## src/fetch_pkg.sv

```systemverilog
package fetch_pkg;

    // basic widths of the fetch path
    typedef logic [63:0] addr_t;
    typedef logic [31:0] inst_t;

    // path tag, bumped on every redirect
    typedef logic [1:0] epoch_t;

    localparam addr_t RESET_PC_DEFAULT = 64'h0000_0000_8000_0000;

    // read request toward the instruction memory
    typedef struct packed {
        addr_t  addr;
        epoch_t epoch;
    } mem_req_t;

    // read response, address and epoch travel with the data
    typedef struct packed {
        addr_t       addr;
        epoch_t      epoch;
        logic [63:0] data;
    } mem_rsp_t;

    // packet handed to decode
    typedef struct packed {
        addr_t pc;
        inst_t inst;
    } fetch_pkt_t;

    // control flow change reported by the memory stage
    typedef struct packed {
        logic  jal;
        logic  jalr;
        logic  branch;
        // compare result of the branch, taken when set
        logic  alu_zero;
        addr_t pc;
        addr_t imm;
        addr_t r1data;
        logic  trap;
        addr_t mtvec;
    } redirect_t;

endpackage

```

## src/fetch_ctrl.sv

```systemverilog
`timescale 1ns/1ns

module fetch_ctrl #(
    parameter int RSP_DEPTH   = 4,
    parameter int FETCH_DEPTH = 4
) (
    input  logic                   clk,
    input  logic                   rst_n_i,
    input  fetch_pkg::addr_t       fetch_pc_i,
    input  fetch_pkg::epoch_t      epoch_i,
    input  logic                   redirect_valid_i,
    input  logic                   rsp_valid_i,
    input  fetch_pkg::mem_rsp_t    rsp_i,
    input  logic                   rsp_credit_i,
    input  logic                   pkt_credit_i,
    output logic                   req_valid_o,
    output fetch_pkg::mem_req_t    req_o,
    output logic                   pc_advance_o,
    output logic                   pkt_push_o,
    output fetch_pkg::fetch_pkt_t  pkt_o
);

    localparam int MAX_DEPTH = (RSP_DEPTH > FETCH_DEPTH) ? RSP_DEPTH : FETCH_DEPTH;
    localparam int CNT_W     = $clog2(MAX_DEPTH + 1);

    logic [CNT_W-1:0] rsp_cred;
    logic [CNT_W-1:0] pkt_cred;
    logic [CNT_W-1:0] inflight;
    logic             issue;
    logic             accept;

    // a read needs a response slot, and every read still in flight
    // must find room in the fetch buffer
    assign issue = !redirect_valid_i && (rsp_cred != '0) && (inflight < pkt_cred);

    // old epoch or a redirect this cycle means the path is gone
    assign accept = rsp_valid_i && !redirect_valid_i && (rsp_i.epoch == epoch_i);

    assign pc_advance_o = issue;

    // credit counters for both buffers
    always_ff @(posedge clk or negedge rst_n_i) begin
        if (!rst_n_i) begin
            rsp_cred <= CNT_W'(RSP_DEPTH);
            pkt_cred <= CNT_W'(FETCH_DEPTH);
        end else begin
            rsp_cred <= rsp_cred - CNT_W'(issue) + CNT_W'(rsp_credit_i);
            pkt_cred <= pkt_cred - CNT_W'(accept) + CNT_W'(pkt_credit_i);
        end
    end

    // reads issued and not yet back from the response buffer
    always_ff @(posedge clk or negedge rst_n_i) begin
        if (!rst_n_i) begin
            inflight <= '0;
        end else begin
            inflight <= inflight + CNT_W'(issue) - CNT_W'(rsp_valid_i);
        end
    end

    // request register toward memory
    always_ff @(posedge clk or negedge rst_n_i) begin
        if (!rst_n_i) begin
            req_valid_o <= 1'b0;
        end else begin
            req_valid_o <= issue;
        end
    end

    always_ff @(posedge clk) begin
        if (issue) begin
            req_o.addr  <= fetch_pc_i;
            req_o.epoch <= epoch_i;
        end
    end

    // packet register toward the fetch buffer
    always_ff @(posedge clk or negedge rst_n_i) begin
        if (!rst_n_i) begin
            pkt_push_o <= 1'b0;
        end else begin
            pkt_push_o <= accept;
        end
    end

    // bit 2 picks the upper or lower instruction of the word
    always_ff @(posedge clk) begin
        if (accept) begin
            pkt_o.pc   <= rsp_i.addr;
            pkt_o.inst <= rsp_i.addr[2] ? rsp_i.data[63:32] : rsp_i.data[31:0];
        end
    end

    // room was reserved at issue time, so a slot is always there
    a_pkt_credit : assert property (
        @(posedge clk) disable iff (!rst_n_i)
        accept |-> (pkt_cred != '0)
    ) else $error("accepted a response without a fetch buffer credit");

endmodule

```

## config.mk

```make
export PLATFORM = sky130hd
export DESIGN_NAME = fetch_ctrl
export DESIGN_NICKNAME = d
export VERILOG_FILES = /design/src/fetch_pkg.sv /design/src/fetch_ctrl.sv
export SDC_FILE = /design/constraint.sdc
export NUM_CORES = 1
export LEC_CHECK = 0
export BUFFER_PORTS_ARGS = -buffer_cell sky130_fd_sc_hd__buf_2
export CORE_AREA = 2 2 143 145
export CTS_CLUSTER_DIAMETER = 120
export DETAILED_ROUTE_END_ITERATION = 8
export DIE_AREA = 0 0 145 147
export PLACE_DENSITY = 0.68
export SETUP_SLACK_MARGIN = 0.5
export SLEW_MARGIN = 10
export SYNTH_ARGS = -nofsm -noshare
export SYNTH_HDL_FRONTEND = slang
export SYNTH_SLANG_ARGS = --single-unit
```

## constraint.sdc

```tcl
create_clock -name clk -period 12.3 [get_ports clk]
set_input_delay 3.69 -clock clk [delete_from_list [all_inputs] [get_ports clk]]
set_output_delay 3.69 -clock clk [all_outputs]
set_load 0.05 [all_outputs]
```

==> run metrics, run 1 <==
Worst setup EP type=primary output; postcts setup bufs=0; Clk pwr share=27.2%; CTS sink cnt=173; crit start category=primary input; Worst Skew=0.00655 ns; Hold-fix buffers, CTS=0; fmax=110 MHz; Synth Area in Compound Gates=0.292%; Final min period=9.07 ns; clock buffer depth=2; Leakage Power=3.82 nW; final period utilization=73.7%; layout cells sized above 1=67.7%; CP arrival=5.38 ns; most common cell after layout, fill and taps aside=buf_2; Post-Syn Area=6010 sq um; Mapped Nets=460; VDD IR max=0.109 mV; DRT iter0 DRCs=155; initial antenna violation count=6; Net Sw Frac=37.5%; unrepaired setup endpoints after global routing=false; hpwl dp=12.0 mm; CTS Buf Count=17; Mean Syn Cell Area=24.3 sq um; number of remaining DRC errors=0; synth warn=0; first-pass GRT wire length=21.9 mm; largest family of logic cells by synthesized area=multiplexers; Hold Slack=0.497 ns; layout overhead on the synthesized area=46.1%; CTS tree=yes; Mapped Cells=247; Hold Path Class=flop to flop; DRT Wirelength=15.3 mm; I/O Buffers=366; Initial Util=30.3%; clock-pin slew on the worst setup and hold paths=0.07 ns; Pre-Repair DR Iteration Count=4; Die H=147 um; post-DR vias/cell=4.06; Final setup viols=0; post-synthesis xor/xnor area fraction=1.17%; clock latency on the worst-skew pair=0.41 ns; total grt overflow=0; cts repair resizes=0; post-synthesis sequential area ratio=85.6%; Die Area=21300 sq um; Slew Limit Headroom=32.5%; power share of the combinational group=31.6%; Tot GR Track Use=14.2%; die width=145 um; worst path required time=8.61 ns; max-cap violations=0; largest net degree at the start of global routing=71; Tightest Pin Transition=1.01 ns; PD cells=232 nW/um^2; I/O pin total=367; status=finished, final reports clean; endpoints failing hold=0; adder-cell share of the synthesized area=2.67%; clock root buffer=clkbuf_16; fin. max-slew vios=0; internal power=1.27 mW; synthesized flop and latch total=173; Final ANT Viol Nets=0; Placer Congestion=0.761; core box area=19800 sq um; fin nets=844; commonest non-fill, non-tap cells in the layout=buf_2, edfxtp_1, mux2_4; critical path class=primary input to primary output; H-tree levels=4; total number of vias=3719; sw power=764 uW; Post-Synth Simple-Gate Area=0.333%; post-synthesis cell type count=17; post-DR wirelength/cell=16.7 um; vias in the first global route=3740; setup_tns=0 ns; row count=52; multiplexer area fraction after synthesis=7.87%; power share of the sequential group=41.1%; CP max FO=70
-- cell usage after synthesis (all sizes together) --
master | number | area, sq um
mux2 | 32 | 473
xor2 | 2 | 17.5
nor4b | 1 | 8.76
a311oi | 1 | 8.76
buf | 4 | 71.3
a211o | 1 | 8.76
fa | 3 | 60.1
edfxtp | 162 | 4860
dfrtp | 9 | 225
dfstp | 2 | 52.6
inv | 14 | 52.6
nand2b | 1 | 6.26
ha | 8 | 100
nor3 | 1 | 5.00
xnor2 | 6 | 52.6
-- state kept, by name (all words and copies together) (netlist names) --
signal	cells
pkt_o	96
req_o	66
inflight	3
pkt_cred	3
rsp_cred	3
pkt_push_o	1
req_valid_o	1
-- stage by stage --
| step | instance area [sq um] | std cells | power [mW] | utilization, % | setup WS [ns] |
|---|---|---|---|---|---|
| global placement | 8160 | 882 | 1.50 | 41.1 | 3.19 |
| detailed placement | 8160 | 882 | 1.51 | 41.1 | 3.18 |
| floorplan | 6020 | 247 | 1.35 | - | 1.19 |
| global route | 8770 | 913 | 2.13 | 44.2 | 3.09 |
| finish | 8780 | 916 | 2.04 | 44.2 | 3.23 |
| CTS | 8770 | 913 | 2.07 | 44.2 | 3.17 |
-- worst paths after layout --
kind / start / to / slack (ns) / depth (start not counted)
worst min register to register: pkt_cred[1]$_DFF_PN0_ / pkt_cred[2]$_DFF_PN1_ / 0.50 / 1
max in group asynchronous: rst_n_i / rsp_cred[2]$_DFF_PN1_ / 8.90 / 1
worst max-delay path: redirect_valid_i / pc_advance_o / 3.23 / 5
worst max register to register: pkt_cred[2]$_DFF_PN1_ / rsp_cred[2]$_DFF_PN1_ / 8.83 / 12
min in group asynchronous: rst_n_i / pkt_cred[0]$_DFF_PN0_ / 3.13 / 1
worst min-delay path: pkt_cred[1]$_DFF_PN0_ / pkt_cred[2]$_DFF_PN1_ / 0.50 / 1
-- kinds of logic (layout without fill, tap and decap cells) --
group / after synthesis / in the layout
multiplexers: 32 / 32
other: 0 / 3
flip-flops: 173 / 173
adder cells (fa/ha/maj): 11 / 11
AO/OA/AOI/OAI: 2 / 2
buffers and inverters: 18 / 414
XOR/XNOR: 8 / 8
AND/OR/NAND/NOR: 3 / 3
-- routing by layer --
metal / routed length [um] / track usage [%]
met3: 1670 / 7.52
met2: 7990 / 24.9
met4: 187 / 4.65
met5: 41 / 0
met1: 5380 / 14.7
-- power by group through the flow --
stage | Combinational, mW | Clock [mW] | Sequential (mW)
after global routing | 0.680 | 0.595 | 0.851
after CTS | 0.656 | 0.573 | 0.841
after global placement | 0.647 | 0 | 0.850
after detailed placement | 0.656 | 0 | 0.852
final | 0.645 | 0.555 | 0.838
after floorplan | 0.143 | 0 | 1.20
-- critical path, cell delays in order --
cell and delay, ns:
buf_2 0.12, a211o_1 0.26, a311oi_4 0.20, buf_4 0.68, buf_2 0.40
-- layout make-up --
class,instances,area (sq um)
multi-input cells,56,773
fillers,1762,11100
diodes,3,7.51
inverters,14,52.6
flip-flops and latches,173,5140
repair buffers,369,1850
clock buffers,18,429
well taps,270,338
clock inverters,13,181
No activity file was read; power rests on OpenSTA's default activity.
==> run 2: changes to the inputs <==
Settings changed: CORE_AREA 2 2 143 145 to 2 2 141 143, DIE_AREA 0 0 145 147 to 0 0 143 145, PLACE_DENSITY 0.68 to 0.67.
Clock period 12.3 ns to 8.55 ns, I/O delays scaled along.
==> run 2 against run 1 <==
Effect of this change: combinational power up 44%; setup slack worse by 0.73 ns; cell area is 0.47% lower; die area down 2.7%; non-clock buffer count is the same; clock power increased by 35%; global-route usage is 0.30 points higher; final cell count down 0.76%; total power grew 41%.
==> run metrics, run 2 (synthesized netlist as in run 1, its figures left out) <==
Final setup viols=0 (unchanged); critical path class=primary input to primary output; power share of the combinational group=32.2% (+0.6 points); layout cells sized above 1=67.7% (about the same); crit-path cells=buf_2 > a211o_1 > a311oi_4 > buf_2; crit path setup slack, layout=2.50 ns (-0.734 ns); DRT iter0 DRCs=137 (-12%); max incr delay on CP=0.32 ns (-0.36 ns); cts repair resizes=0 (unchanged); postcts setup bufs=0 (unchanged); clock latency on the worst-skew pair=0.42 ns (about the same); final period utilization=70.8%; Tot GR Track Use=14.5% (+0.30 points); Most flops, register=pkt_o; unrepaired setup endpoints after global routing=false; Net Sw Frac=39.1% (+1.6 points); PD cells=329 nW/um^2 (+42%); CP max FO=2 (-97%); Worst setup EP type=primary output; number of remaining DRC errors=0 (unchanged); total grt overflow=0 (unchanged); fmax=165 MHz; Pre-Repair DR Iteration Count=4 (unchanged); Die H=145 um (-1.4%); fin. max-slew vios=0 (unchanged); VDD IR max=0.193 mV (+77%); clock buffer depth=2 (unchanged); cell repeated most along the worst path=buf_2; row count=51 (-1.9%); post-DR vias/cell=4.06 (about the same); antenna fix cells=0 (-3); vias in the first global route=3754 (+0.37%); final instance count without filler cells=909 (-0.76%); H-tree levels=4 (unchanged); CTS tree=yes; post-DR wirelength/cell=16.9 um (+1.1%); Placer Congestion=0.756 (-0.57%); Die Area=20700 sq um (-2.7%); Largest regs=pkt_o (96), req_o (66); Slew Limit Headroom=34.0% (+1.5 points); Tightest Pin Transition=0.990 ns (-0.0221 ns); Final min period=6.05 ns; Hold-fix buffers, CTS=0 (unchanged); layout overhead on the synthesized area=45.4%; power share of the sequential group=41.7% (+0.6 points); CP arrival=3.49 ns (-1.89 ns); setup_tns=0 ns (unchanged); hpwl dp=11.8 mm (-1.6%); Final ANT Viol Nets=0 (unchanged); Initial Util=31.3% (+1.0 points); clock root buffer=clkbuf_16; final core utilization=45.5% (+1.3 points); endpoints failing hold=0 (unchanged); Clk pwr share=26.1% (-1.1 points); pre-CTS setup slack=2.49 ns (-0.690 ns); Leakage Power=3.80 nW (-0.37%); commonest non-fill, non-tap cells in the layout=buf_2, edfxtp_1, mux2_4; Largest register FFs=96 (unchanged); Worst Skew=0.00988 ns (+0.00333 ns); initial antenna violation count=3 (-3); total number of vias=3692 (-0.73%); delay-heaviest family, CP=compound AO/OA/AOI/OAI gates; Cells after DPL=877 (-0.57%); CTS Buf Count=17 (unchanged); slowest CP cell=buf_2; crit start category=primary input; worst path required time=5.99 ns (-2.62 ns); I/O pin total=367 (unchanged); CP bufs+invs=2 (-1); max-cap violations=0 (unchanged); reg2reg setup slack=5.04 ns (-3.79 ns); fin nets=844 (unchanged); largest net degree at the start of global routing=70 (-1.4%); first-pass GRT wire length=21.8 mm (-0.47%); internal power=1.75 mW (+38%); CTS sink cnt=173 (unchanged); core box area=19200 sq um (-3.2%); status=finished, final reports clean; clock-pin slew on the worst setup and hold paths=0.07 ns (about the same); sw power=1.12 mW (+47%); I/O Buffers=366 (unchanged); most common cell after layout, fill and taps aside=buf_2; DRT Wirelength=15.3 mm (+0.35%); die width=143 um (-1.4%); Hold Path Class=flop to flop
[run 2: cell count changes in the layout (fill, tap and decap cells not counted), moves of 2 or more]
| cell | change |
|---|---|
| clkinv_8 | +3 |
| bufinv_16 | -3 |
| inv_6 | -2 |
| diode_2 | -3 |
| inv_8 | +2 |
[run 2: cell type report]
class / count / area (sq um)
Inverter: 14 / 52.6
Tap cell: 265 / 332
Sequential cell: 173 / 5140
Clock buffer: 17 / 425
Fill cell: 1716 / 10500
Multi-Input combinational cell: 56 / 773
Clock inverter: 15 / 158
Timing Repair Buffer: 369 / 1850
[run 2: power groups by stage]
stage	Sequential [mW]	Clock [mW]	Combinational, mW
finish	1.20	0.749	0.926
global route	1.22	0.806	0.981
CTS	1.20	0.779	0.940
detailed placement	1.22	0	0.941
global placement	1.22	0	0.931
floorplan	1.72	0	0.216
[run 2: worst paths after layout]
kind | cells after the start | to | startpoint
max | 4 | pc_advance_o | redirect_valid_i
min | 1 | rsp_cred[2]$_DFF_PN1_ | rsp_cred[1]$_DFF_PN0_
max reg2reg | 12 | rsp_cred[2]$_DFF_PN1_ | pkt_cred[2]$_DFF_PN1_
min reg2reg | 1 | rsp_cred[2]$_DFF_PN1_ | rsp_cred[1]$_DFF_PN0_
max in group asynchronous | 1 | pkt_cred[2]$_DFF_PN1_ | rst_n_i
min in group asynchronous | 1 | req_valid_o$_DFF_PN0_ | rst_n_i
[run 2: through the flow]
stage          cell area [sq um]  total power, mW  hold slack [ns]
2_1_floorplan               6040             1.94            0.469
3_3_place_gp                8150             2.15            0.495
3_5_place_dp                8150             2.16            0.500
4_1_cts                     8740             2.92            0.514
5_1_grt                     8740             3.01            0.550
6_report                    8740             2.88            0.508
[run 2: per-layer routing]
layer,track usage [%],vias up,wire [um]
met5,0,-,44
met4,4.01,6,140
met3,6.86,17,1700
met2,25.6,229,7880
met1,15.4,1723,5560
li1,-,1717,-
