[config.mk]
export PLATFORM = sky130hd
export DESIGN_NAME = pc_gen
export DESIGN_NICKNAME = d
export VERILOG_FILES = /design/src/fetch_pkg.sv /design/src/pc_gen.sv
export SDC_FILE = /design/constraint.sdc
export NUM_CORES = 1
export LEC_CHECK = 0
export CAP_MARGIN = 20
export CORE_MARGIN = 2
export CORE_UTILIZATION = 45
export CTS_BUF_LIST = sky130_fd_sc_hd__clkbuf_8
export DETAILED_ROUTE_END_ITERATION = 8
export DONT_BUFFER_PORTS = 1
export GPL_TIMING_DRIVEN = 0
export RECOVER_POWER = 25
export SYNTH_ARGS = -nofsm -noshare
export SYNTH_HDL_FRONTEND = slang
export SYNTH_SLANG_ARGS = --single-unit
export TNS_END_PERCENT = 20
[constraint.sdc]
create_clock -name clk -period 3.25 [get_ports clk]
set_input_delay 0.4875 -clock clk [delete_from_list [all_inputs] [get_ports clk]]
set_output_delay 0.4875 -clock clk [all_outputs]
set_load 0.02 [all_outputs]
[src/fetch_pkg.sv]
package fetch_pkg;

    // basic widths of the fetch path
    typedef logic [63:0] addr_t;
    typedef logic [31:0] inst_t;

    // path tag, bumped on every redirect
    typedef logic [1:0] epoch_t;

    localparam addr_t RESET_PC_DEFAULT = 64'h0000_0000_8000_0000;

    // read request toward the instruction memory
    typedef struct packed {
        addr_t  addr;
        epoch_t epoch;
    } mem_req_t;

    // read response, address and epoch travel with the data
    typedef struct packed {
        addr_t       addr;
        epoch_t      epoch;
        logic [63:0] data;
    } mem_rsp_t;

    // packet handed to decode
    typedef struct packed {
        addr_t pc;
        inst_t inst;
    } fetch_pkt_t;

    // control flow change reported by the memory stage
    typedef struct packed {
        logic  jal;
        logic  jalr;
        logic  branch;
        // compare result of the branch, taken when set
        logic  alu_zero;
        addr_t pc;
        addr_t imm;
        addr_t r1data;
        logic  trap;
        addr_t mtvec;
    } redirect_t;

endpackage

[src/pc_gen.sv]
`timescale 1ns/1ns

module pc_gen #(
    parameter fetch_pkg::addr_t RESET_PC = fetch_pkg::RESET_PC_DEFAULT
) (
    input  logic                  clk,
    input  logic                  rst_n_i,
    input  fetch_pkg::redirect_t  redirect_i,
    input  logic                  pc_advance_i,
    output fetch_pkg::addr_t      fetch_pc_o,
    output fetch_pkg::epoch_t     epoch_o,
    output logic                  redirect_valid_o
);

    fetch_pkg::addr_t  pc_q;
    fetch_pkg::epoch_t epoch_q;
    fetch_pkg::addr_t  jalr_sum;
    fetch_pkg::addr_t  target;
    logic              take_rel;
    logic              take_jalr;
    logic              take_trap;

    // pc relative jump: jal or a taken branch
    assign take_rel  = redirect_i.jal | (redirect_i.branch & redirect_i.alu_zero);
    assign take_jalr = redirect_i.jalr;
    assign take_trap = redirect_i.trap;

    assign jalr_sum = redirect_i.r1data + redirect_i.imm;

    assign redirect_valid_o = take_rel | take_jalr | take_trap;

    // priority: relative jump, then jalr, then trap
    always_comb begin
        if (take_rel) begin
            target = redirect_i.pc + redirect_i.imm;
        end else if (take_jalr) begin
            // jalr clears the low bit of the sum
            target = {jalr_sum[63:1], 1'b0};
        end else begin
            target = redirect_i.mtvec;
        end
    end

    // redirect wins over a sequential advance in the same cycle
    always_ff @(posedge clk or negedge rst_n_i) begin
        if (!rst_n_i) begin
            pc_q <= RESET_PC;
        end else if (redirect_valid_o) begin
            pc_q <= target;
        end else if (pc_advance_i) begin
            pc_q <= pc_q + 64'd4;
        end
    end

    // new path, new tag
    always_ff @(posedge clk or negedge rst_n_i) begin
        if (!rst_n_i) begin
            epoch_q <= '0;
        end else if (redirect_valid_o) begin
            epoch_q <= epoch_q + 2'd1;
        end
    end

    assign fetch_pc_o = pc_q;
    assign epoch_o    = epoch_q;

    // targets from the memory stage are expected word aligned
    a_pc_aligned : assert property (
        @(posedge clk) disable iff (!rst_n_i)
        fetch_pc_o[1:0] == 2'b00
    ) else $error("fetch pc %h is not word aligned", fetch_pc_o);

endmodule

==> results by stage, run 1 <==
Status:
- The flow ran to the end, but the final reports show violations.
- The checks that failed: capacitance limit, slew limit, setup timing.

Yosys:
- The number of warning messages in the yosys log is 0.
- By instance count, the leading cell after synthesis is sky130_fd_sc_hd__a21oi_1.
- The count of flip-flops with a built-in enable after synthesis is 0.
- The sequential element share of the synthesized area is 0.136.
- Of all cell types, the one taking the most synthesized area is sky130_fd_sc_hd__dfrtp_1.
- Summing every instance area after synthesis gives 0.0121 mm².
- After synthesis, the share of flip-flops with an asynchronous set or reset is 1.00.
- Sorting the synthesized cells by how often they occur yields sky130_fd_sc_hd__a21oi_1, sky130_fd_sc_hd__nand2_1, sky130_fd_sc_hd__nor2_1, sky130_fd_sc_hd__ha_1, sky130_fd_sc_hd__o21ai_0.
- The synthesized design contains 66 register bits.
- The most used flip-flop cell after synthesis is sky130_fd_sc_hd__dfrtp_1.
- Of the post-synthesis cell area, the dominant cell type holds 0.134.
- Counting every instance in the synthesized netlist gives 1681.
- Each instance of the synthesized netlist takes up on average 7.21 µm².
- In the post-synthesis netlist, the biggest area contributors are sky130_fd_sc_hd__dfrtp_1, sky130_fd_sc_hd__ha_1, sky130_fd_sc_hd__a21oi_1.
- In this run, distinct cell masters in the synthesized netlist total 83.
- The number of nets handed over by synthesis was 2073.

Clocking:
- The latest clock arrival within the worst-skew pair is ~0.36 ns.
- Clock-pin slew was measured on the worst setup and hold paths at 0.07 ns.
- The clock tree root buffer cell is sky130_fd_sc_hd__clkbuf_8.
- The clock tree synthesis step divided the H-tree into 3 levels.
- The sink count of the clock tree is 66.
- TritonCTS built the clock tree.
- The number of buffers created by CTS is 9.
- No sink is reached through more buffers than the 2 on the longest clock path.

Critical path:
- The critical path goes through ha_1 -> nand4_1 -> nor3b_1 -> nand3_1 -> a21oi_2 -> nor3_4 -> o2111ai_2 -> nand4b_1 -> a211oi_2 -> mux2_2 -> a221oi_1.
- The largest single stage delay on the critical path is 0.44 ns.
- Together, buffers and inverters on the worst path number 0.
- By startpoint and endpoint, the worst setup path is classified as in2reg.
- The data required time of the worst path is approximately 3.5 ns.
- The worst setup path is captured at a register.
- Broken down by cell family, the worst path's largest delay share belongs to compound AO/OA/AOI/OAI gates.
- Among all stages on the critical path, the largest delay is contributed by sky130_fd_sc_hd__ha_1.
- STA classifies the critical path startpoint as an input port.
- The arrival time of the worst setup path is 3.50 ns.
- In this run the worst path has a maximum fanout of 8.

Pwr:
- The static leakage is 5.34 nW.
- The power per cell area is 365 mW/mm².
- Total power for the finished layout comes to roughly 4.8 mW.
- VDD sags by at most 0.197 mV.

Timing:
- The slew at the pin closest to its max-slew limit is ~1.8 ns.
- Setup repair after global routing could not meet its margin everywhere.
- In this run the tightest slew margin relative to its limit is -0.215.
- After layout, the minimum clock period comes to about 3.3 ns.
- Setup slack on the critical path of the routed design comes to -0.00903 ns.
- The total count of max-transition violations in the final report is 67.
- Of the available clock period, the critical path in the final layout requires 1.00.
- The number of endpoints failing setup at the final stage is 1.
- The final hold violation count is 0.
- The tightest hold path in the finished design has a slack of 0.294 ns.
- Static timing analysis puts the maximum clock frequency at 307 MHz.
- For the final database, setup skew stands at 0.0101 ns.

Floorplanning:
- The die covers 0.0283 mm².
- The floorplan step set the die width to 168 µm.
- The die span in y is 168 µm.
- The floorplan row count is 60.
- The initial core utilization is 0.454.
- 331 I/O pins were placed.
- The core area is 0.0267 mm².

Global routing:
- The number of global-route vias before repair came to 13000.
- In the global route stage, overall resource usage came out at 0.376.
- The initial antenna violation count came to 6.
- The first-pass GRT wire length is 81000 µm.
- The leftover overflow at the end of global routing is 0.
- The maximum number of pins on one net before global-route repair is 67.

Hold path:
- The type of the most critical hold path is in2reg.

Finish:
- The cell area after layout is 0.0131 mm².
- Compared with the post-synthesis result, the final layout area differs by 7.64%.
- The area used by sequential logic in the layout is 0.00166 mm².
- Of the cells placed in the final design, the portion with a size suffix greater than 1 is 0.0595.
- After the last flow step, the layout net total stands at 2086.
- The multi-input combinational cells in the finished layout cover a total of 0.0103 mm².
- Counting the fill cells in the layout gives 2852.

Placed design:
- The number of port buffers is 0.
- In this run the cell area measured after placement is 0.0126 mm².
- The detailed placer's ending HPWL is 45700 µm.
- The congestion estimate from routability-driven global placement came to 1.00.

Drt:
- For this run, design rule violations remaining after detail routing come to 0.
- The detailed router finished its first iteration with between 1000 and 1500 violations.
- The number of vias in the routed layout is 13700.
- The post-detailed-route wirelength per cell is between 20 and 30 µm.
- The routed wire length is roughly 55000 µm.
- The count of TritonRoute iterations in the first routing pass is 7.
- The detailed-route vias per instance is 6.70.
- In this run the remaining antenna-violating nets after routing total 0.

Job:
- Across the run, the number of max-cap violations was 1.
==> placed cells by master, fill, tap and decap left out, types with 11 or more instances in the layout <==
cell type / instances
sky130_fd_sc_hd__a21oi_1: 178
sky130_fd_sc_hd__nand2_1: 168
sky130_fd_sc_hd__nor2_1: 130
sky130_fd_sc_hd__ha_1: 126
sky130_fd_sc_hd__o21ai_0: 108
sky130_fd_sc_hd__xnor2_1: 86
sky130_fd_sc_hd__a21o_1: 76
sky130_fd_sc_hd__xor2_1: 68
sky130_fd_sc_hd__clkbuf_1: 63
sky130_fd_sc_hd__dfrtp_1: 61
sky130_fd_sc_hd__nand4_1: 53
sky130_fd_sc_hd__nand3_1: 48
sky130_fd_sc_hd__inv_1: 44
sky130_fd_sc_hd__nor3_1: 34
sky130_fd_sc_hd__o21bai_1: 32
sky130_fd_sc_hd__a211oi_1: 25
sky130_fd_sc_hd__a31oi_1: 22
sky130_fd_sc_hd__and2_1: 21
sky130_fd_sc_hd__o21a_1: 19
sky130_fd_sc_hd__o211ai_1: 18
sky130_fd_sc_hd__o22ai_1: 18
sky130_fd_sc_hd__and3_1: 15
sky130_fd_sc_hd__nand2b_1: 15
sky130_fd_sc_hd__mux2i_1: 14
sky130_fd_sc_hd__a221oi_1: 13
sky130_fd_sc_hd__a21oi_2: 12
sky130_fd_sc_hd__nor2b_1: 12
sky130_fd_sc_hd__or3_1: 11
==> area by class of cell <==
| cell class | count | area share |
|---|---|---|
| multi-input cells | 1494 | 0.789 |
| flip-flops and latches | 66 | 0.127 |
| well taps | 341 | 0.0327 |
| plain buffers | 71 | 0.0209 |
| inverters | 45 | 0.0129 |
| clock buffers | 10 | 0.0105 |
| repair buffers | 7 | 0.00383 |
| clock inverters | 4 | 0.00163 |
| diodes | 5 | 0.000959 |
==> metal layers <==
| layer | track usage | part of all wire | vias to the layer above |
|---|---|---|---|
| li1 | - | - | 6357 |
| met1 | 0.494 | 0.42 | 6557 |
| met2 | 0.622 | 0.45 | 671 |
| met3 | 0.0806 | 0.093 | 109 |
| met4 | 0.112 | 0.038 | 4 |
| met5 | 0 | 0.00058 | - |
==> logic make-up after synthesis <==
| kind of cell | share of synthesized area |
|---|---|
| AO/OA/AOI/OAI | 0.336 |
| AND/OR/NAND/NOR | 0.225 |
| XOR/XNOR | 0.113 |
| adder cells (fa/ha/maj) | 0.133 |
| buffers and inverters | 0.0378 |
| flip-flops | 0.136 |
| multiplexers | 0.0190 |
==> worst register-to-register path, delay by kind of cell (launching register included) <==
kind                   cells  cell delay (ns)
AO/OA/AOI/OAI              3             0.74
XOR/XNOR                   1             0.08
buffers and inverters      1             0.19
flip-flops                 1             0.57
AND/OR/NAND/NOR            6             1.55
==> power breakdown <==
group | switching, mW | internal [mW] | total [mW]
registers | 0.581 | 1.00 | 1.58
clock network | 0.333 | 0.284 | 0.617
logic | 1.60 | 0.964 | 2.57
total | 2.52 | 2.25 | 4.77
==> per-stage QoR <==
| stage | instances | util | setup slack, ns | TNS (ns) |
|---|---|---|---|---|
| 6_report | 2043 | 0.488 | -0.00903 | -0.00903 |
| 5_1_grt | 2039 | 0.488 | -0.109 | -0.357 |
| 4_1_cts | 2036 | 0.482 | -0.0351 | -0.0639 |
| 3_5_place_dp | 2022 | 0.470 | -1.09 | -24.54 |
| 3_3_place_gp | 2022 | 0.470 | -1.06 | -23.22 |
| 2_1_floorplan | 1681 | - | 0.153 | 0 |
==> sequential cells by signal, summed over array words and instances, names as in the netlist <==
register and count:
epoch_o 2, fetch_pc_o 64
==> worst paths after layout <==
kind | end | start | slack (ns) | cells after the start
worst min-delay path | fetch_pc_o[39] | redirect_i[39] | 0.29 | 2
max in group asynchronous | fetch_pc_o[5] | rst_n_i | 1.45 | 1
worst max-delay path | fetch_pc_o[62] | redirect_i[85] | -0.009 | 11
worst min register to register | epoch_o[1] | epoch_o[1] | 0.61 | 1
worst max register to register | fetch_pc_o[58] | fetch_pc_o[8] | 0.07 | 11
min in group asynchronous | fetch_pc_o[59] | rst_n_i | 0.61 | 1
==> what timing repair did <==
| action | 4_1_cts | 5_1_grt |
|---|---|---|
| endpoints found under the setup margin | 30 | 22 |
| buffers inserted | 0 | 6 |
| pin swaps | 3 | 3 |
| hold buffers | 1 | 0 |
| gates resized for setup | 32 | 31 |
| endpoints found under the hold margin | 66 | 0 |
Note: power is estimated with default switching activity, not from simulation.
==> inputs of run 2 (changes only) <==
--- a/config.mk
+++ b/config.mk
@@ -6,13 +6,15 @@
 export NUM_CORES = 1
 export LEC_CHECK = 0
 export CAP_MARGIN = 20
+export CELL_PAD_IN_SITES_DETAIL_PLACEMENT = 1
+export CELL_PAD_IN_SITES_GLOBAL_PLACEMENT = 1
 export CORE_MARGIN = 2
 export CORE_UTILIZATION = 45
 export CTS_BUF_LIST = sky130_fd_sc_hd__clkbuf_8
 export DETAILED_ROUTE_END_ITERATION = 8
 export DONT_BUFFER_PORTS = 1
 export GPL_TIMING_DRIVEN = 0
-export RECOVER_POWER = 25
+export PLACE_DENSITY_LB_ADDON = 0.1
 export SYNTH_ARGS = -nofsm -noshare
 export SYNTH_HDL_FRONTEND = slang
 export SYNTH_SLANG_ARGS = --single-unit
==> run 2 against run 1 <==
The flow now finishes without violations. Utilization up 0.31 points. Global-route usage up 2.1 points. Sequential share of layout area down 0.089 points. Design area up 0.63%. Wire length up 4.9%. Largest cell class unchanged. Combinational power up 2%. Register-to-register slack better by 0.06 ns. Final cell count about the same. Sequential power about the same. Clock-buffer cell count unchanged. Power up 2.8%.
==> results by stage, run 2 (synthesis results as in run 1) <==
Placed design:
- The standard cell area after detailed placement is 0.0126 mm² (unchanged).
- The final RePlAce weighted congestion came to 0.976 (-2.3%).
- The number of port buffers is 0 (unchanged).
- The cell total after placement was 2022 (unchanged).
- The detailed placer's ending HPWL is 47900 µm (+4.8%).
- The worst slack after detailed placement is -1.14 ns (-0.0479 ns).

Finish:
- The number of flip-flops in the largest register is 64 (unchanged).
- The growth of design area from synthesis to finish is 8.32%.
- The end-of-flow core utilization is 0.491 (+0.00309).
- The library cells used most frequently in the layout, excluding fill and tap cells, are sky130_fd_sc_hd__a21oi_1, sky130_fd_sc_hd__nand2_1, sky130_fd_sc_hd__nor2_1.
- Leaving out fill and tap cells, the most frequent cell in the layout is sky130_fd_sc_hd__a21oi_1.
- The fraction of layout cells with a size suffix above 1 was 0.0601 (+0.000554).
- The number of nets in the finished design is 2086 (unchanged).
- The cell area after layout is 0.0131 mm² (+0.63%).
- The non-filler instance count after layout came to 2042 (-0.049%).

Timing:
- The final clock skew is 0.00897 ns (-0.00110 ns).
- The number of endpoints failing setup at the final stage is 0 (-1).
- The least setup slack across all paths after layout was 0.0156 ns (+0.0246 ns).
- The total count of max-transition violations in the final report was 0 (-100%).
- Setup repair after global routing could not meet its margin everywhere.
- The minimum period implied by the final worst setup slack is 3.23 ns (-0.0246 ns).
- The timing-limited maximum frequency was 309 MHz (+0.76%).
- The worst hold-check slack is 0.00563 ns (-0.289 ns).
- The total negative slack is 0 ns (+0.00903 ns).
- The relative slew slack is 0.187 (+0.402).
- The slew at the pin closest to its max-slew limit came to 1.22 ns (-0.603 ns).
- The final clock period utilization by the worst path was 0.995 (-0.00758).
- The final hold violation count is 0 (unchanged).

Status:
- The run finished with clean final reports.

Drt:
- The post-detailed-route wirelength per cell is 28.4 µm (+5.0%).
- The routed wire length is 58100 µm (+4.9%).
- The violation count after the first detailed-route iteration came to 1031 (-25%).
- The residual DRC count is 0 (unchanged).
- The final antenna-violating net count came to 0 (unchanged).
- The number of vias in the routed layout is 13900 (+1.7%).
- The count of TritonRoute iterations in the first routing pass is 5 (-2).
- The detailed-route vias per instance is 6.82 (+1.8%).

Floorplanning:
- The overall die area is 0.0283 mm² (unchanged).
- The die extent in x was 168 µm (unchanged).
- The initial core utilization is 0.454 (unchanged).
- The core area was 0.0267 mm² (unchanged).
- The number of top-level pins is 331 (unchanged).
- The die span in y is 168 µm (unchanged).
- The floorplan row count is 60 (unchanged).

Critical path:
- The critical path is of the in2reg type.
- The element type at the critical path end is a register.
- The arrival time of the worst setup path is 3.47 ns (-0.03 ns).
- STA classifies the critical path startpoint as an input port.
- The depth of the worst register-to-register path was 10 (-1).
- The largest driver fanout on the critical path is 4 (-4).
- The peak per-stage delay on the critical path was 0.48 ns (+0.04 ns).
- On the critical path, the stage with the largest delay is an instance of sky130_fd_sc_hd__nor3_2.
- The data required time of the worst path is 3.49 ns (about the same).
- The combined buffer and inverter count along the critical path is 0 (unchanged).
- Walking the worst path, the cells encountered are ha_1 -> nor2b_2 -> o31a_1 -> o2111ai_4 -> a21oi_2 -> nor3_2 -> o2111ai_2 -> nand4b_1 -> a21oi_1 -> a2111o_1 -> o211a_1.
- The number of logic stages on the critical path including buffering came to 11 (unchanged).
- Broken down by cell family, the worst path's largest delay share belongs to compound AO/OA/AOI/OAI gates.

Clocking:
- The number of buffers created by CTS is 9 (unchanged).
- The maximum buffer depth of the clock tree came to 2 (unchanged).
- The latest clock arrival within the worst-skew pair is 0.36 ns (about the same).
- TritonCTS built the clock tree.
- The root buffer cell chosen for the clock tree is sky130_fd_sc_hd__clkbuf_8.
- The sink count of the clock tree is 66 (unchanged).
- The deepest level of the CTS H-tree came to 3 (unchanged).
- The clock input transition at the sequential cells of the worst setup and hold paths is 0.07 ns (about the same).

Global routing:
- The initial antenna violation count is 3 (-3).
- The maximum number of pins on one net before global-route repair is 67 (unchanged).
- The number of global-route vias before repair is 13900 (+7.3%).
- The global-route total usage across every layer is 0.397 (+0.0207).
- The leftover overflow at the end of global routing is 0 (unchanged).
- The first-pass GRT wire length was 85200 µm (+5.2%).

Job:
- The max-capacitance violation count is 0 (-1).

Pwr:
- The static leakage is 5.34 nW (about the same).
- The total design power is 4.90 mW (+2.8%).
- The power per cell area is 373 mW/mm² (+2.1%).
- The worst vdd rail ir drop is 0.180 mV (-8.9%).

Hold path:
- The type of the most critical hold path is in2async.
[run 2: cell count changes in the layout (fill, tap and decap cells not counted), sizes merged]
cell      change
clkinvlp      -1
inv           +1
clkbuf        -1
bufinv        +1
diode         -2
buf           +1
[run 2: path summary, 6_finish.rpt]
| kind | from | to | slack, ns |
|---|---|---|---|
| max in group asynchronous | rst_n_i | fetch_pc_o[31] | 2.91 |
| hold reg to reg | epoch_o[1] | epoch_o[1] | 0.63 |
| setup reg to reg | fetch_pc_o[31] | fetch_pc_o[58] | 0.13 |
| min in group clk | redirect_i[39] | fetch_pc_o[39] | 0.29 |
| setup / recovery | redirect_i[67] | fetch_pc_o[58] | 0.02 |
| hold / removal | rst_n_i | epoch_o[0] | 0.006 |
[run 2: report_power, final]
group / internal (mW) / leakage [nW] / total (mW) / switching, mW
combinational: 0.968 / 4.46 / 2.61 / 1.64
clock: 0.363 / 0.105 / 0.702 / 0.339
sequential: 1.00 / 0.768 / 1.59 / 0.585
total: 2.33 / 5.34 / 4.90 / 2.57
[run 2: routing by layer]
layer | part of all wire | routed length [µm] | vias to the layer above | GRT usage
li1 | - | - | 6329 | -
met1 | 0.41 | 23600 | 6786 | 0.503
met2 | 0.45 | 26200 | 688 | 0.649
met3 | 0.095 | 5540 | 129 | 0.0976
met4 | 0.046 | 2660 | 0 | 0.162
met5 | 0 | 0 | - | 0
[run 2: cell type report]
| cell class | instances | area [µm²] |
|---|---|---|
| Antenna cell | 3 | 7.51 |
| Buffer | 71 | 272 |
| Clock buffer | 10 | 138 |
| Clock inverter | 5 | 47.5 |
| Fill cell | 3480 | 13600 |
| Inverter | 45 | 169 |
| Multi-Input combinational cell | 1494 | 10300 |
| Sequential cell | 66 | 1660 |
| Tap cell | 341 | 427 |
| Timing Repair Buffer | 7 | 72.6 |
[run 2: timing repair]
item	in CTS	in global routing
pin swaps	4	9
setup buffers	2	4
gates resized for setup	35	33
hold buffers	1	0
hold endpoints to repair	66	0
setup endpoints to repair	35	24
