[src/credit_fifo.sv]
`timescale 1ns/1ns

module credit_fifo #(
    parameter type payload_t   = logic [31:0],
    parameter int  DEPTH       = 4,
    parameter int  OUT_CREDITS = 2
) (
    input  logic     clk,
    input  logic     rst_n_i,
    input  logic     push_i,
    input  payload_t push_data_i,
    input  logic     flush_i,
    input  logic     credit_i,
    output logic     credit_o,
    output logic     pop_valid_o,
    output payload_t pop_data_o
);

    localparam int PTR_W = (DEPTH > 1) ? $clog2(DEPTH) : 1;
    localparam int CNT_W = $clog2(DEPTH + 1);
    localparam int OUT_W = $clog2(OUT_CREDITS + 1);

    payload_t         mem [DEPTH];
    logic [PTR_W-1:0] wr_ptr;
    logic [PTR_W-1:0] rd_ptr;
    logic [CNT_W-1:0] count;
    logic [CNT_W-1:0] pend_cnt;
    logic [CNT_W-1:0] discard;
    logic [OUT_W-1:0] out_cnt;
    logic             pop;
    logic             pend_take;

    // pop needs an entry and a downstream credit, never during flush
    assign pop = !flush_i && (count != '0) && (out_cnt != '0);

    // entries lost on flush, including one arriving this cycle
    assign discard = count + CNT_W'(push_i);

    // pending credits go out only in cycles without a pop credit
    assign pend_take = !pop && (pend_cnt != '0);

    always_ff @(posedge clk or negedge rst_n_i) begin
        if (!rst_n_i) begin
            wr_ptr <= '0;
            rd_ptr <= '0;
            count  <= '0;
        end else if (flush_i) begin
            wr_ptr <= '0;
            rd_ptr <= '0;
            count  <= '0;
        end else begin
            if (push_i) begin
                wr_ptr <= (wr_ptr == PTR_W'(DEPTH - 1)) ? '0 : wr_ptr + 1'b1;
            end
            if (pop) begin
                rd_ptr <= (rd_ptr == PTR_W'(DEPTH - 1)) ? '0 : rd_ptr + 1'b1;
            end
            count <= count + CNT_W'(push_i) - CNT_W'(pop);
        end
    end

    always_ff @(posedge clk) begin
        if (push_i && !flush_i) begin
            mem[wr_ptr] <= push_data_i;
        end
    end

    // registered output stage
    always_ff @(posedge clk or negedge rst_n_i) begin
        if (!rst_n_i) begin
            pop_valid_o <= 1'b0;
        end else begin
            pop_valid_o <= pop;
        end
    end

    always_ff @(posedge clk) begin
        if (pop) begin
            pop_data_o <= mem[rd_ptr];
        end
    end

    // one credit per freed entry, flushed entries drain one per cycle
    always_ff @(posedge clk or negedge rst_n_i) begin
        if (!rst_n_i) begin
            credit_o <= 1'b0;
            pend_cnt <= '0;
        end else begin
            credit_o <= pop | pend_take;
            pend_cnt <= pend_cnt + (flush_i ? discard : '0) - CNT_W'(pend_take);
        end
    end

    // downstream credit counter
    always_ff @(posedge clk or negedge rst_n_i) begin
        if (!rst_n_i) begin
            out_cnt <= OUT_W'(OUT_CREDITS);
        end else begin
            out_cnt <= out_cnt - OUT_W'(pop) + OUT_W'(credit_i);
        end
    end

    // sender must hold a credit for every push
    a_no_push_full : assert property (
        @(posedge clk) disable iff (!rst_n_i)
        push_i |-> (count < CNT_W'(DEPTH))
    ) else $error("push into a full buffer");

    // receiver returns no more credits than it granted
    a_out_bound : assert property (
        @(posedge clk) disable iff (!rst_n_i)
        out_cnt <= OUT_W'(OUT_CREDITS)
    ) else $error("downstream credit count above %0d", OUT_CREDITS);

endmodule

[config.mk]
export PLATFORM = sky130hd
export DESIGN_NAME = credit_fifo
export DESIGN_NICKNAME = d
export VERILOG_FILES = /design/src/credit_fifo.sv
export SDC_FILE = /design/constraint.sdc
export NUM_CORES = 1
export LEC_CHECK = 0
export ABC_CLOCK_PERIOD_IN_PS = 4200
export BUFFER_PORTS_ARGS = -buffer_cell sky130_fd_sc_hd__clkbuf_2
export CAP_MARGIN = 40
export CORE_AREA = 4 4 152 154
export CTS_BUF_LIST = sky130_fd_sc_hd__clkbuf_8
export CTS_CLUSTER_DIAMETER = 80
export CTS_CLUSTER_SIZE = 12
export DETAILED_ROUTE_END_ITERATION = 16
export DIE_AREA = 0 0 156 158
export SYNTH_ARGS = -nofsm -noshare
export SYNTH_HDL_FRONTEND = slang
export SYNTH_SLANG_ARGS = --single-unit
[constraint.sdc]
create_clock -name clk -period 4.2 [get_ports clk]
set_input_delay 0.42 -clock clk [delete_from_list [all_inputs] [get_ports clk]]
set_output_delay 0.42 -clock clk [all_outputs]
set_load 0.02 [all_outputs]
==> out/metrics.cfg, run 1 <==
[route]
wl_per_cell_um = 17.0
routed_via_density = 4.28
drt_iter0_drc = 110
routed_wl_um = 11200
drcViolationCount = 0
ant_nets = 0
via_count = 2805
first_pass_iters = 6

[timing]
tns_ps = 0
drv_slew = 0
tightest_slew_ps = 578
grt_setup_unrepaired = no
fmax_mhz = 432
relSlewSlack_pct = 61.5
fin_crit_sh_pct = 55.1
setup_viol = 0
min_period_ps = 2310
clock-skew-final_ps = 20.6
finalHoldViolCount = 0

[setup_path]
cp.arrival_ps = 2690
critPathMaxStageDelay_ps = 410
critPathMaxFanout = 2
start_kind = flop
cp_slowest_cell = dfrtp_1
worstSetupPathType = flop to flop
worstPathCellList = nor3_1, nor3_4, nor2_1, ha_1, inv_1, ha_1, inv_1, fa_1, xor2_1, xnor2_1, xnor2_1
cp-end-kind = flop
cp.required_ps = 4580

[placement]
placed_area_mm2 = 0.00723
routabilityCongestion = 0.624
hpwl_um = 7340
io_buffer_count = 70

[yosys]
ys_ff_latch = 174
yosys_warnings = 0
syn_area_mm2 = 0.00644
syn-mean-instance-area_um2 = 23.6
synthesis.nets = 325
yosysSeqAreaShare_pct = 80.1
synth_cell_type_count = 23
synth_cells = 273

[global_route]
grt_pass1_vias = 3016
grt_max_degree = 39
overflow = 0
track_usage_pct = 9.52
grt_pass1_wl_um = 17300
antenna_found_initial = 0

[cts]
cts_max_level = 4
clk_pin_slew_ps = 100
cts-root-buf = clkbuf_8
cts_resized = 0
clock-sinks = 174
clock_latency_ps = 440
clockBufferDepth = 2
cts_tree = yes
cts_made_buffers = 17

[die]
die_x_um = 156
design.die.area_mm2 = 0.0246
coreArea_mm2 = 0.0217
num_rows = 54
initial_utilization_pct = 29.7
dieHeight_um = 158
ioPinCount = 71

[final_layout]
final_util_pct = 35.4
finalInstanceArea_mm2 = 0.00768
nNetsFinal = 414
area_delta_synth_final_pct = 19.2
layout-drive-gt1-share_pct = 39.5
fillers = 2011
num_antenna_cells = 0

[power]
ir_worst_vdd_mv = 0.234
total_power_mw = 4.52
p_leak_nw = 2.65
power_density_mw_per_mm2 = 588

[job]
maxCapViolations = 0

[min_path]
hp-class = input port to flop

[outcome]
status = finished, final reports clean

==> Yosys cell counts <==
master	instances	area share, %
nor2b_1	3	0.29
buf_2	4	0.31
clkbuf_1	1	0.058
dfrtp_1	13	5.1
buf_6	1	0.17
dfstp_2	1	0.41
nor2_1	8	0.47
mux2i_1	1	0.16
nor3_4	1	0.25
nand2_1	3	0.17
buf_12	3	0.93
inv_1	10	0.58
xor2_1	2	0.27
mux4_2	28	9.8
ha_1	14	2.7
xnor2_1	6	0.82
edfxtp_1	160	75
and2_1	4	0.39
fa_1	1	0.31
nand2b_1	1	0.097
mux4_1	4	1.6
mux2_2	2	0.35
nor3_1	2	0.16
==> per-stage QoR <==
stage / instances / hold WS, ps / setup WS [ps]
final: 655 / 198 / 1890
after global placement: 616 / 341 / 1830
after floorplan: 273 / 124 / 1140
after detailed placement: 622 / 352 / 1780
after CTS: 655 / 148 / 1860
after global routing: 655 / 150 / 1690
==> final cells by class <==
type | instances | area (µm²) | share of cell area (%)
clock buffer | 17 | 234 | 3.05
timing repair buffer | 79 | 533 | 6.94
sequential | 174 | 5160 | 67.2
inverter | 10 | 37.5 | 0.489
clock inverter | 15 | 206 | 2.69
multi-input combinational | 80 | 1160 | 15.1
tap | 280 | 350 | 4.56
==> where the power goes <==
part / switching (mW) / total [mW] / leakage (nW) / internal, mW
Combinational: 0.522 / 0.979 / 0.804 / 0.457
Sequential: 0.118 / 2.27 / 1.63 / 2.15
Clock: 0.606 / 1.26 / 0.223 / 0.659
==> logic make-up (layout without fill, tap and decap cells) <==
family | count (synthesis) | after routing | share of synthesized area, %
XOR/XNOR | 8 | 8 | 1.09
buffers and inverters | 19 | 121 | 2.06
flip-flops | 174 | 174 | 80.1
adder cells (fa/ha/maj) | 15 | 15 | 3.03
multiplexers | 35 | 35 | 11.9
AND/OR/NAND/NOR | 22 | 22 | 1.83
==> state kept, by name (all words and copies together) (netlist names) <==
name	cells
count	3
credit_o	1
mem	128
out_cnt	2
pend_cnt	3
pop_data_o	32
pop_valid_o	1
rd_ptr	2
wr_ptr	2
==> critical path: cells and delay by family (launching register included) <==
kind,cells,cell delay [ps]
xor gates and xnor gates,3,480
adders and majority gates,3,730
buffers and inverters,2,100
DFF,1,410
and+or+nand+nor,3,540
==> cell usage in the layout (no fill, tap or decap) <==
| master | n |
|---|---|
| nand2b_1 | 1 |
| mux4_1 | 4 |
| nor2b_1 | 3 |
| buf_4 | 2 |
| nand2_1 | 3 |
| mux4_2 | 28 |
| ha_1 | 14 |
| dfrtp_1 | 11 |
| xnor2_1 | 6 |
| bufinv_16 | 4 |
| inv_8 | 1 |
| clkinv_2 | 3 |
| mux2_2 | 2 |
| clkinvlp_4 | 1 |
| xor2_1 | 2 |
| nor2_1 | 8 |
| clkbuf_2 | 70 |
| nor3_1 | 2 |
| buf_12 | 1 |
| and2_2 | 4 |
| fa_1 | 1 |
| nor3_4 | 1 |
| buf_16 | 5 |
| clkbuf_8 | 17 |
| edfxtp_1 | 160 |
| mux2i_1 | 1 |
| dfstp_2 | 1 |
| clkinv_4 | 2 |
| inv_1 | 10 |
| dlygate4sd3_1 | 1 |
| inv_6 | 4 |
| dfrtp_2 | 2 |
==> metal layers <==
layer / track usage (%) / vias up / wire (µm)
li1: - / 1271 / -
met1: 11.2 / 1478 / 4640
met2: 15.9 / 49 / 5790
met3: 3.88 / 7 / 617
met4: 3.17 / 0 / 109
met5: 0 / - / 0
==> repair_timing <==
action                                 in CTS  in global routing
hold buffers                                1                  0
setup buffers                               0                  0
endpoints found under the hold margin      13                  0
==> path summary, 6_finish.rpt <==
path / depth (start not counted) / slack, ps / endpoint / startpoint
worst min-delay path: 1 / 200 / mem[0][8] / push_data_i[8]
worst max register to register: 11 / 1890 / pend_cnt[2] / count[2]
max in group asynchronous: 2 / 3490 / out_cnt[1] / rst_n_i
worst max-delay path: 11 / 1890 / pend_cnt[2] / count[2]
min in group asynchronous: 2 / 410 / wr_ptr[0] / rst_n_i
worst min register to register: 1 / 500 / out_cnt[1] / out_cnt[1]
No activity file was read; power rests on OpenSTA's default activity.
==> run 2: changes to the inputs <==
--- a/config.mk
+++ b/config.mk
@@ -5,7 +5,7 @@
 export SDC_FILE = /design/constraint.sdc
 export NUM_CORES = 1
 export LEC_CHECK = 0
-export ABC_CLOCK_PERIOD_IN_PS = 4200
+export ABC_CLOCK_PERIOD_IN_PS = 1890
 export BUFFER_PORTS_ARGS = -buffer_cell sky130_fd_sc_hd__clkbuf_2
 export CAP_MARGIN = 40
 export CORE_AREA = 4 4 152 154
==> constraint.sdc (replaced) <==
create_clock -name clk -period 1.89 [get_ports clk]
set_input_delay 0.189 -clock clk [delete_from_list [all_inputs] [get_ports clk]]
set_output_delay 0.189 -clock clk [all_outputs]
set_load 0.02 [all_outputs]
==> run 2 against run 1 <==
The flow now finishes with violations (negative setup slack). Utilization up 2.2 points. Clock skew down 2.7 ps. Worst setup slack worse by 2200 ps. Count of clock-buffer cells in the layout unchanged. Hold slack worse by 44 ps. Combinational power rose to 2.8 times the previous value. Sequential share of layout area down 3.9 points. Maximum frequency up 4.4%. Register-to-register slack worse by 2200 ps. Flip-flop and latch count unchanged. Wire length up 9.2%. Critical path type unchanged. Largest cell class unchanged.
==> out/metrics.cfg, run 2 (synthesis results as in run 1) <==
[timing]
tightest_slew_ps = 393  ; was 578 ps
setup_viol = 2  ; was 0
min_period_ps = 2220  ; was 2310 ps
hold-worst-slack_ps = 155  ; was 198 ps
drv_slew = 0  ; unchanged
grt_setup_unrepaired = yes  ; was no
clock-skew-final_ps = 17.9  ; was 20.6 ps
fin_ws_ps = -328  ; was 1890 ps
relSlewSlack_pct = 73.8  ; was 61.5%
fin_crit_sh_pct = 117  ; was 55.1%
finalHoldViolCount = 0  ; unchanged
fmax_mhz = 451  ; was 432 MHz

[final_layout]
finalInstanceArea_mm2 = 0.00814  ; was 0.00768 mm²
largest_reg_flops = 128  ; unchanged
final_cell_mix = edfxtp_1 (160), clkbuf_2 (70), dlygate4sd3_1 (34)  ; was edfxtp_1 (160), clkbuf_2 (70), mux4_2 (28)
top_register = mem  ; unchanged
area_delta_synth_final_pct = 26.4  ; was 19.2%
final_common_cell = edfxtp_1  ; unchanged
num_antenna_cells = 0  ; unchanged
layout-drive-gt1-share_pct = 40.2  ; was 39.5%
finalNonFillerCells = 705  ; was 655
nNetsFinal = 465  ; was 414
fillers = 1966  ; was 2011
largestRegisters = mem x128, pop_data_o x32  ; unchanged
final_util_pct = 37.5  ; was 35.4%

[cts]
cts_max_level = 4  ; unchanged
clk_pin_slew_ps = 90  ; was 100 ps
cts_tree = yes  ; unchanged
clockBufferDepth = 2  ; unchanged
cts-root-buf = clkbuf_8  ; unchanged
clock-sinks = 174  ; unchanged
cts_made_buffers = 17  ; unchanged
clock_latency_ps = 450  ; was 440 ps

[power]
clkPwrFrac_pct = 24.4  ; was 28.0%
pwr-share-seq_pct = 48.6  ; was 50.3%
power_frac_comb_pct = 27.1  ; was 21.7%
power_density_mw_per_mm2 = 1260  ; was 588 mW/mm²
ir_worst_vdd_mv = 0.651  ; was 0.234 mV
switching_share_pct = 28.5  ; was 27.6%
p_sw_mw = 2.92  ; was 1.25 mW
p_leak_nw = 2.85  ; was 2.65 nW
internal_power_mw = 7.33  ; was 3.27 mW

[setup_path]
startpoint = count[2]  ; unchanged
cp-end-kind = flop  ; unchanged
cp.arrival_ps = 2590  ; was 2690 ps
start_kind = flop  ; unchanged
cp.required_ps = 2260  ; was 4580 ps
worstSetupPathType = flop to flop  ; unchanged
critPathMaxFanout = 2  ; unchanged
rr_startpoint = count[2]  ; unchanged

[min_path]
hp-class = input port to flop  ; unchanged
holdCritStartpoint = push_i  ; was push_data_i[8]

[outcome]
violations = negative setup slack
status = finished with violations  ; was finished, final reports clean

[placement]
hpwl_um = 7260  ; was 7340 µm
io_buffer_count = 70  ; unchanged
dpl.cell_count = 635  ; was 622
routabilityCongestion = 0.677  ; was 0.624
placed_area_mm2 = 0.00729  ; was 0.00723 mm²

[die]
design.die.area_mm2 = 0.0246  ; unchanged
dieHeight_um = 158  ; unchanged
num_rows = 54  ; unchanged
initial_utilization_pct = 29.7  ; unchanged
ioPinCount = 71  ; unchanged
die_x_um = 156  ; unchanged
coreArea_mm2 = 0.0217  ; unchanged

[route]
drcViolationCount = 0  ; unchanged
ant_nets = 0  ; unchanged
routed_wl_um = 12200  ; was 11200 µm
routed_via_density = 4.29  ; was 4.28
first_pass_iters = 4  ; was 6
wl_per_cell_um = 17.3  ; was 17.0 µm
drt_iter0_drc = 106  ; was 110
via_count = 3027  ; was 2805

[global_route]
overflow = 0  ; unchanged
grt_max_degree = 28  ; was 39
grt_pass1_vias = 3307  ; was 3016
grt_pass1_wl_um = 19100  ; was 17300 µm
track_usage_pct = 10.5  ; was 9.52%
antenna_found_initial = 0  ; unchanged

[job]
maxCapViolations = 0  ; unchanged

==> run 2: changes by cell type in the layout (fill, tap and decap cells not counted), moves of 3 or more <==
cell and change:
buf_12 +7, buf_16 -5, buf_4 +15, clkinv_2 -3, clkinvlp_4 +3, dlygate4sd3_1 +33, ha_1 -4, inv_6 -3
==> run 2: worst paths after layout <==
check                                   end  slack, ps  cells past startpoint
worst max-delay path            pend_cnt[2]       -330                     12
worst min-delay path              wr_ptr[1]        150                      4
worst max register to register  pend_cnt[2]       -330                     12
worst min register to register  pend_cnt[0]        610                      2
max in group asynchronous         rd_ptr[1]       1370                      2
min in group asynchronous       pop_valid_o        200                      2
==> run 2: final cells by class <==
class	instances	area, µm²	area share [%]
Sequential cell	174	5160	63.4
Multi-Input combinational cell	80	1200	14.8
Timing Repair Buffer	130	1010	12.4
Tap cell	280	350	4.30
Clock buffer	17	234	2.87
Clock inverter	14	148	1.81
Inverter	10	37.5	0.461
==> run 2: timing repair <==
| action | in CTS | in global routing |
|---|---|---|
| buffers inserted | 4 | 0 |
| hold buffers | 34 | 0 |
| pin swaps | 6 | 5 |
| gates resized for setup | 4 | 7 |
| setup endpoints to repair | 6 | 5 |
| gates cloned | 1 | 0 |
| endpoints found under the hold margin | 143 | 0 |
==> run 2: through the flow <==
stage | setup TNS, ps | setup slack (ps) | power [mW]
2_1_floorplan | -6630 | -1110 | 6.74
3_3_place_gp | -805 | -277 | 7.46
3_5_place_dp | -1040 | -348 | 7.55
4_1_cts | -454 | -344 | 10.3
5_1_grt | -818 | -473 | 10.8
6_report | -418 | -328 | 10.3
==> run 2: power groups by stage <==
stage               Sequential, mW  Clock [mW]  Combinational [mW]
floorplan                     5.29           0                1.45
global placement              5.06           0                2.40
detailed placement            5.06           0                2.49
CTS                           4.98        2.59                2.77
global route                  5.02        2.76                3.05
finish                        4.98        2.50                2.77
==> run 2: routing by layer <==
metal  GRT usage [%]  up-vias  share of wire, %
met5               0        -                 0
met4            3.00        0               1.0
met3            3.66        9               5.2
met2            17.7       71                51
met1            12.9     1571                43
li1                -     1376                 -
==> run 2: critical path, cell delays in order (launching register included) <==
cell and delay (ps):
dfrtp_1 410, nor3_2 210, buf_4 150, nor3_4 40, nor2_1 90, ha_1 230
inv_1 50, ha_1 130, inv_1 50, fa_2 330, xor2_1 160, xnor2_1 180
xnor2_1 140
==> run 3: changes to the inputs <==
==> config.mk (replaced) <==
export PLATFORM = sky130hd
export DESIGN_NAME = credit_fifo
export DESIGN_NICKNAME = d
export VERILOG_FILES = /design/src/credit_fifo.sv
export SDC_FILE = /design/constraint.sdc
export NUM_CORES = 1
export LEC_CHECK = 0
export ABC_CLOCK_PERIOD_IN_PS = 2900
export BUFFER_PORTS_ARGS = -buffer_cell sky130_fd_sc_hd__clkbuf_2
export CAP_MARGIN = 40
export CORE_AREA = 4 4 116 201
export CTS_BUF_LIST = sky130_fd_sc_hd__clkbuf_8
export CTS_CLUSTER_DIAMETER = 80
export CTS_CLUSTER_SIZE = 12
export DETAILED_ROUTE_END_ITERATION = 16
export DIE_AREA = 0 0 120 205
export SYNTH_ARGS = -nofsm -noshare
export SYNTH_HDL_FRONTEND = slang
export SYNTH_SLANG_ARGS = --single-unit
==> constraint.sdc (replaced) <==
create_clock -name clk -period 2.9 [get_ports clk]
set_input_delay 0.29 -clock clk [delete_from_list [all_inputs] [get_ports clk]]
set_output_delay 0.29 -clock clk [all_outputs]
set_load 0.02 [all_outputs]
==> run 3 against run 2 <==
The flow now finishes without violations. Design area down 7.3%. Clock power down 38%. Critical endpoint unchanged. Sequential share of layout area up 5.0 points. Die area down 0.19%. Register-to-register slack better by 1000 ps. First-iteration DRC count up 7.5%. Hold slack worse by 90 ps. Sequential power down 34%. Wire length down 5.0%. Maximum frequency up 1.2%. Utilization down 2.6 points. Non-clock buffer count down 49.
==> out/metrics.cfg, run 3 (synthesis results as in run 1) <==
[timing]
drv_slew = 0  ; unchanged
clock-skew-final_ps = 9.24  ; was 17.9 ps
fin_ws_ps = 708  ; was -328 ps
relSlewSlack_pct = 58.4  ; was 73.8%
hold-worst-slack_ps = 64.3  ; was 155 ps
min_period_ps = 2190  ; was 2220 ps
tns_ps = 0  ; was -418 ps
tightest_slew_ps = 624  ; was 393 ps
finalHoldViolCount = 0  ; unchanged
fin_crit_sh_pct = 75.6  ; was 117%
grt_setup_unrepaired = no  ; was yes
fmax_mhz = 456  ; was 451 MHz
setup_viol = 0  ; was 2

[cts]
cts_max_level = 4  ; unchanged
clockBufferDepth = 2  ; unchanged
cts_tree = yes  ; unchanged
clk_pin_slew_ps = 90  ; about the same
cts_made_buffers = 17  ; unchanged
hold_buffers = 1  ; was 34
cts_resized = 0  ; was 4
clock-sinks = 174  ; unchanged
postCtsSetupRepairBufs = 0  ; was 4
clock_latency_ps = 440  ; was 450 ps
cts-root-buf = clkbuf_8  ; unchanged

[die]
initial_utilization_pct = 29.8  ; was 29.7%
num_rows = 71  ; was 54
dieHeight_um = 205  ; was 158 µm
die_x_um = 120  ; was 156 µm
ioPinCount = 71  ; unchanged
design.die.area_mm2 = 0.0246  ; about the same
coreArea_mm2 = 0.0216  ; was 0.0217 mm²

[placement]
io_buffer_count = 70  ; unchanged
dp_slack_ps = 669  ; was -348 ps
placed_area_mm2 = 0.00717  ; was 0.00729 mm²
hpwl_um = 7310  ; was 7260 µm
routabilityCongestion = 0.643  ; was 0.677
dpl.cell_count = 636  ; was 635

[setup_path]
cp_top_family = adder cells  ; unchanged
worstSetupPathType = flop to flop  ; unchanged
cp-end-kind = flop  ; unchanged
worst-path-buf-inv = 2  ; was 3
cp.required_ps = 3270  ; was 2260 ps
critPathMaxStageDelay_ps = 390  ; was 410 ps
worstPathCellList = nor3_1, nor3_4, nor2_1, ha_1, inv_1, ha_1, inv_1, fa_2, xor2_1, xnor2_1, xnor2_1  ; was nor3_2, buf_4, nor3_4, nor2_1, ha_1, inv_1, ha_1, inv_1, fa_2, xor2_1, xnor2_1, xnor2_1
start_kind = flop  ; unchanged
cp.arrival_ps = 2570  ; was 2590 ps
critPathMaxFanout = 2  ; unchanged
cp_slowest_cell = dfrtp_1  ; unchanged
r2r_setup_slack_ps = 710  ; was -330 ps

[final_layout]
final_util_pct = 35.0  ; was 37.5%
top_register = mem  ; unchanged
final_cell_mix = edfxtp_1 (160), clkbuf_2 (70), mux4_2 (28)  ; was edfxtp_1 (160), clkbuf_2 (70), dlygate4sd3_1 (34)
final_common_cell = edfxtp_1  ; unchanged
largestRegisters = mem x128, pop_data_o x32  ; unchanged
num_antenna_cells = 0  ; unchanged
nNetsFinal = 416  ; was 465
finalInstanceArea_mm2 = 0.00755  ; was 0.00814 mm²
fillers = 2010  ; was 1966
layout-drive-gt1-share_pct = 39.3  ; was 40.2%
finalNonFillerCells = 669  ; was 705
area_delta_synth_final_pct = 17.3  ; was 26.4%
largest_reg_flops = 128  ; unchanged

[power]
p_leak_nw = 2.60  ; was 2.85 nW
power_density_mw_per_mm2 = 830  ; was 1260 mW/mm²
ir_worst_vdd_mv = 0.226  ; was 0.651 mV
total_power_mw = 6.27  ; was 10.3 mW

[global_route]
overflow = 0  ; unchanged
grt_pass1_vias = 3209  ; was 3307
grt_max_degree = 39  ; was 28
grt_pass1_wl_um = 18100  ; was 19100 µm
antenna_found_initial = 0  ; unchanged
track_usage_pct = 10.3  ; was 10.5%

[route]
routed_wl_um = 11600  ; was 12200 µm
drt_iter0_drc = 114  ; was 106
wl_per_cell_um = 17.3  ; about the same
ant_nets = 0  ; unchanged
drcViolationCount = 0  ; unchanged
via_count = 2815  ; was 3027
routed_via_density = 4.21  ; was 4.29
first_pass_iters = 4  ; unchanged

[outcome]
status = finished, final reports clean  ; was finished with violations

[min_path]
hp-class = input port to flop  ; unchanged

[job]
maxCapViolations = 0  ; unchanged

## run 3: cell type report
type / count / area (µm²) / area share (%)
tap: 292 / 365 / 4.84
timing repair buffer: 81 / 460 / 6.10
clock buffer: 17 / 234 / 3.10
multi-input combinational: 80 / 1160 / 15.3
inverter: 10 / 37.5 / 0.497
clock inverter: 15 / 138 / 1.82
sequential: 174 / 5160 / 68.3
## run 3: worst paths after layout
check / to / cells after the start / startpoint
setup / recovery: pend_cnt[2] / 11 / count[2]
hold / removal: mem[0][5] / 1 / push_data_i[5]
setup reg to reg: pend_cnt[2] / 11 / count[2]
hold reg to reg: out_cnt[1] / 1 / out_cnt[1]
max in group asynchronous: out_cnt[1] / 2 / rst_n_i
min in group asynchronous: pend_cnt[0] / 2 / rst_n_i
## run 3: layer usage
metal / share of wire [%] / track usage, % / vias up / routed length, µm
met5: 0 / 0 / - / 0
met4: 1.7 / 4.42 / 0 / 197
met3: 4.0 / 3.54 / 10 / 458
met2: 57 / 19.0 / 53 / 6570
met1: 38 / 10.4 / 1478 / 4350
li1: - / - / 1274 / -
## run 3: where the power goes
group	total, mW	internal [mW]	switching [mW]	leakage [nW]
Sequential	3.27	3.12	0.148	1.63
Combinational	1.45	0.655	0.798	0.785
Clock	1.55	0.689	0.859	0.185
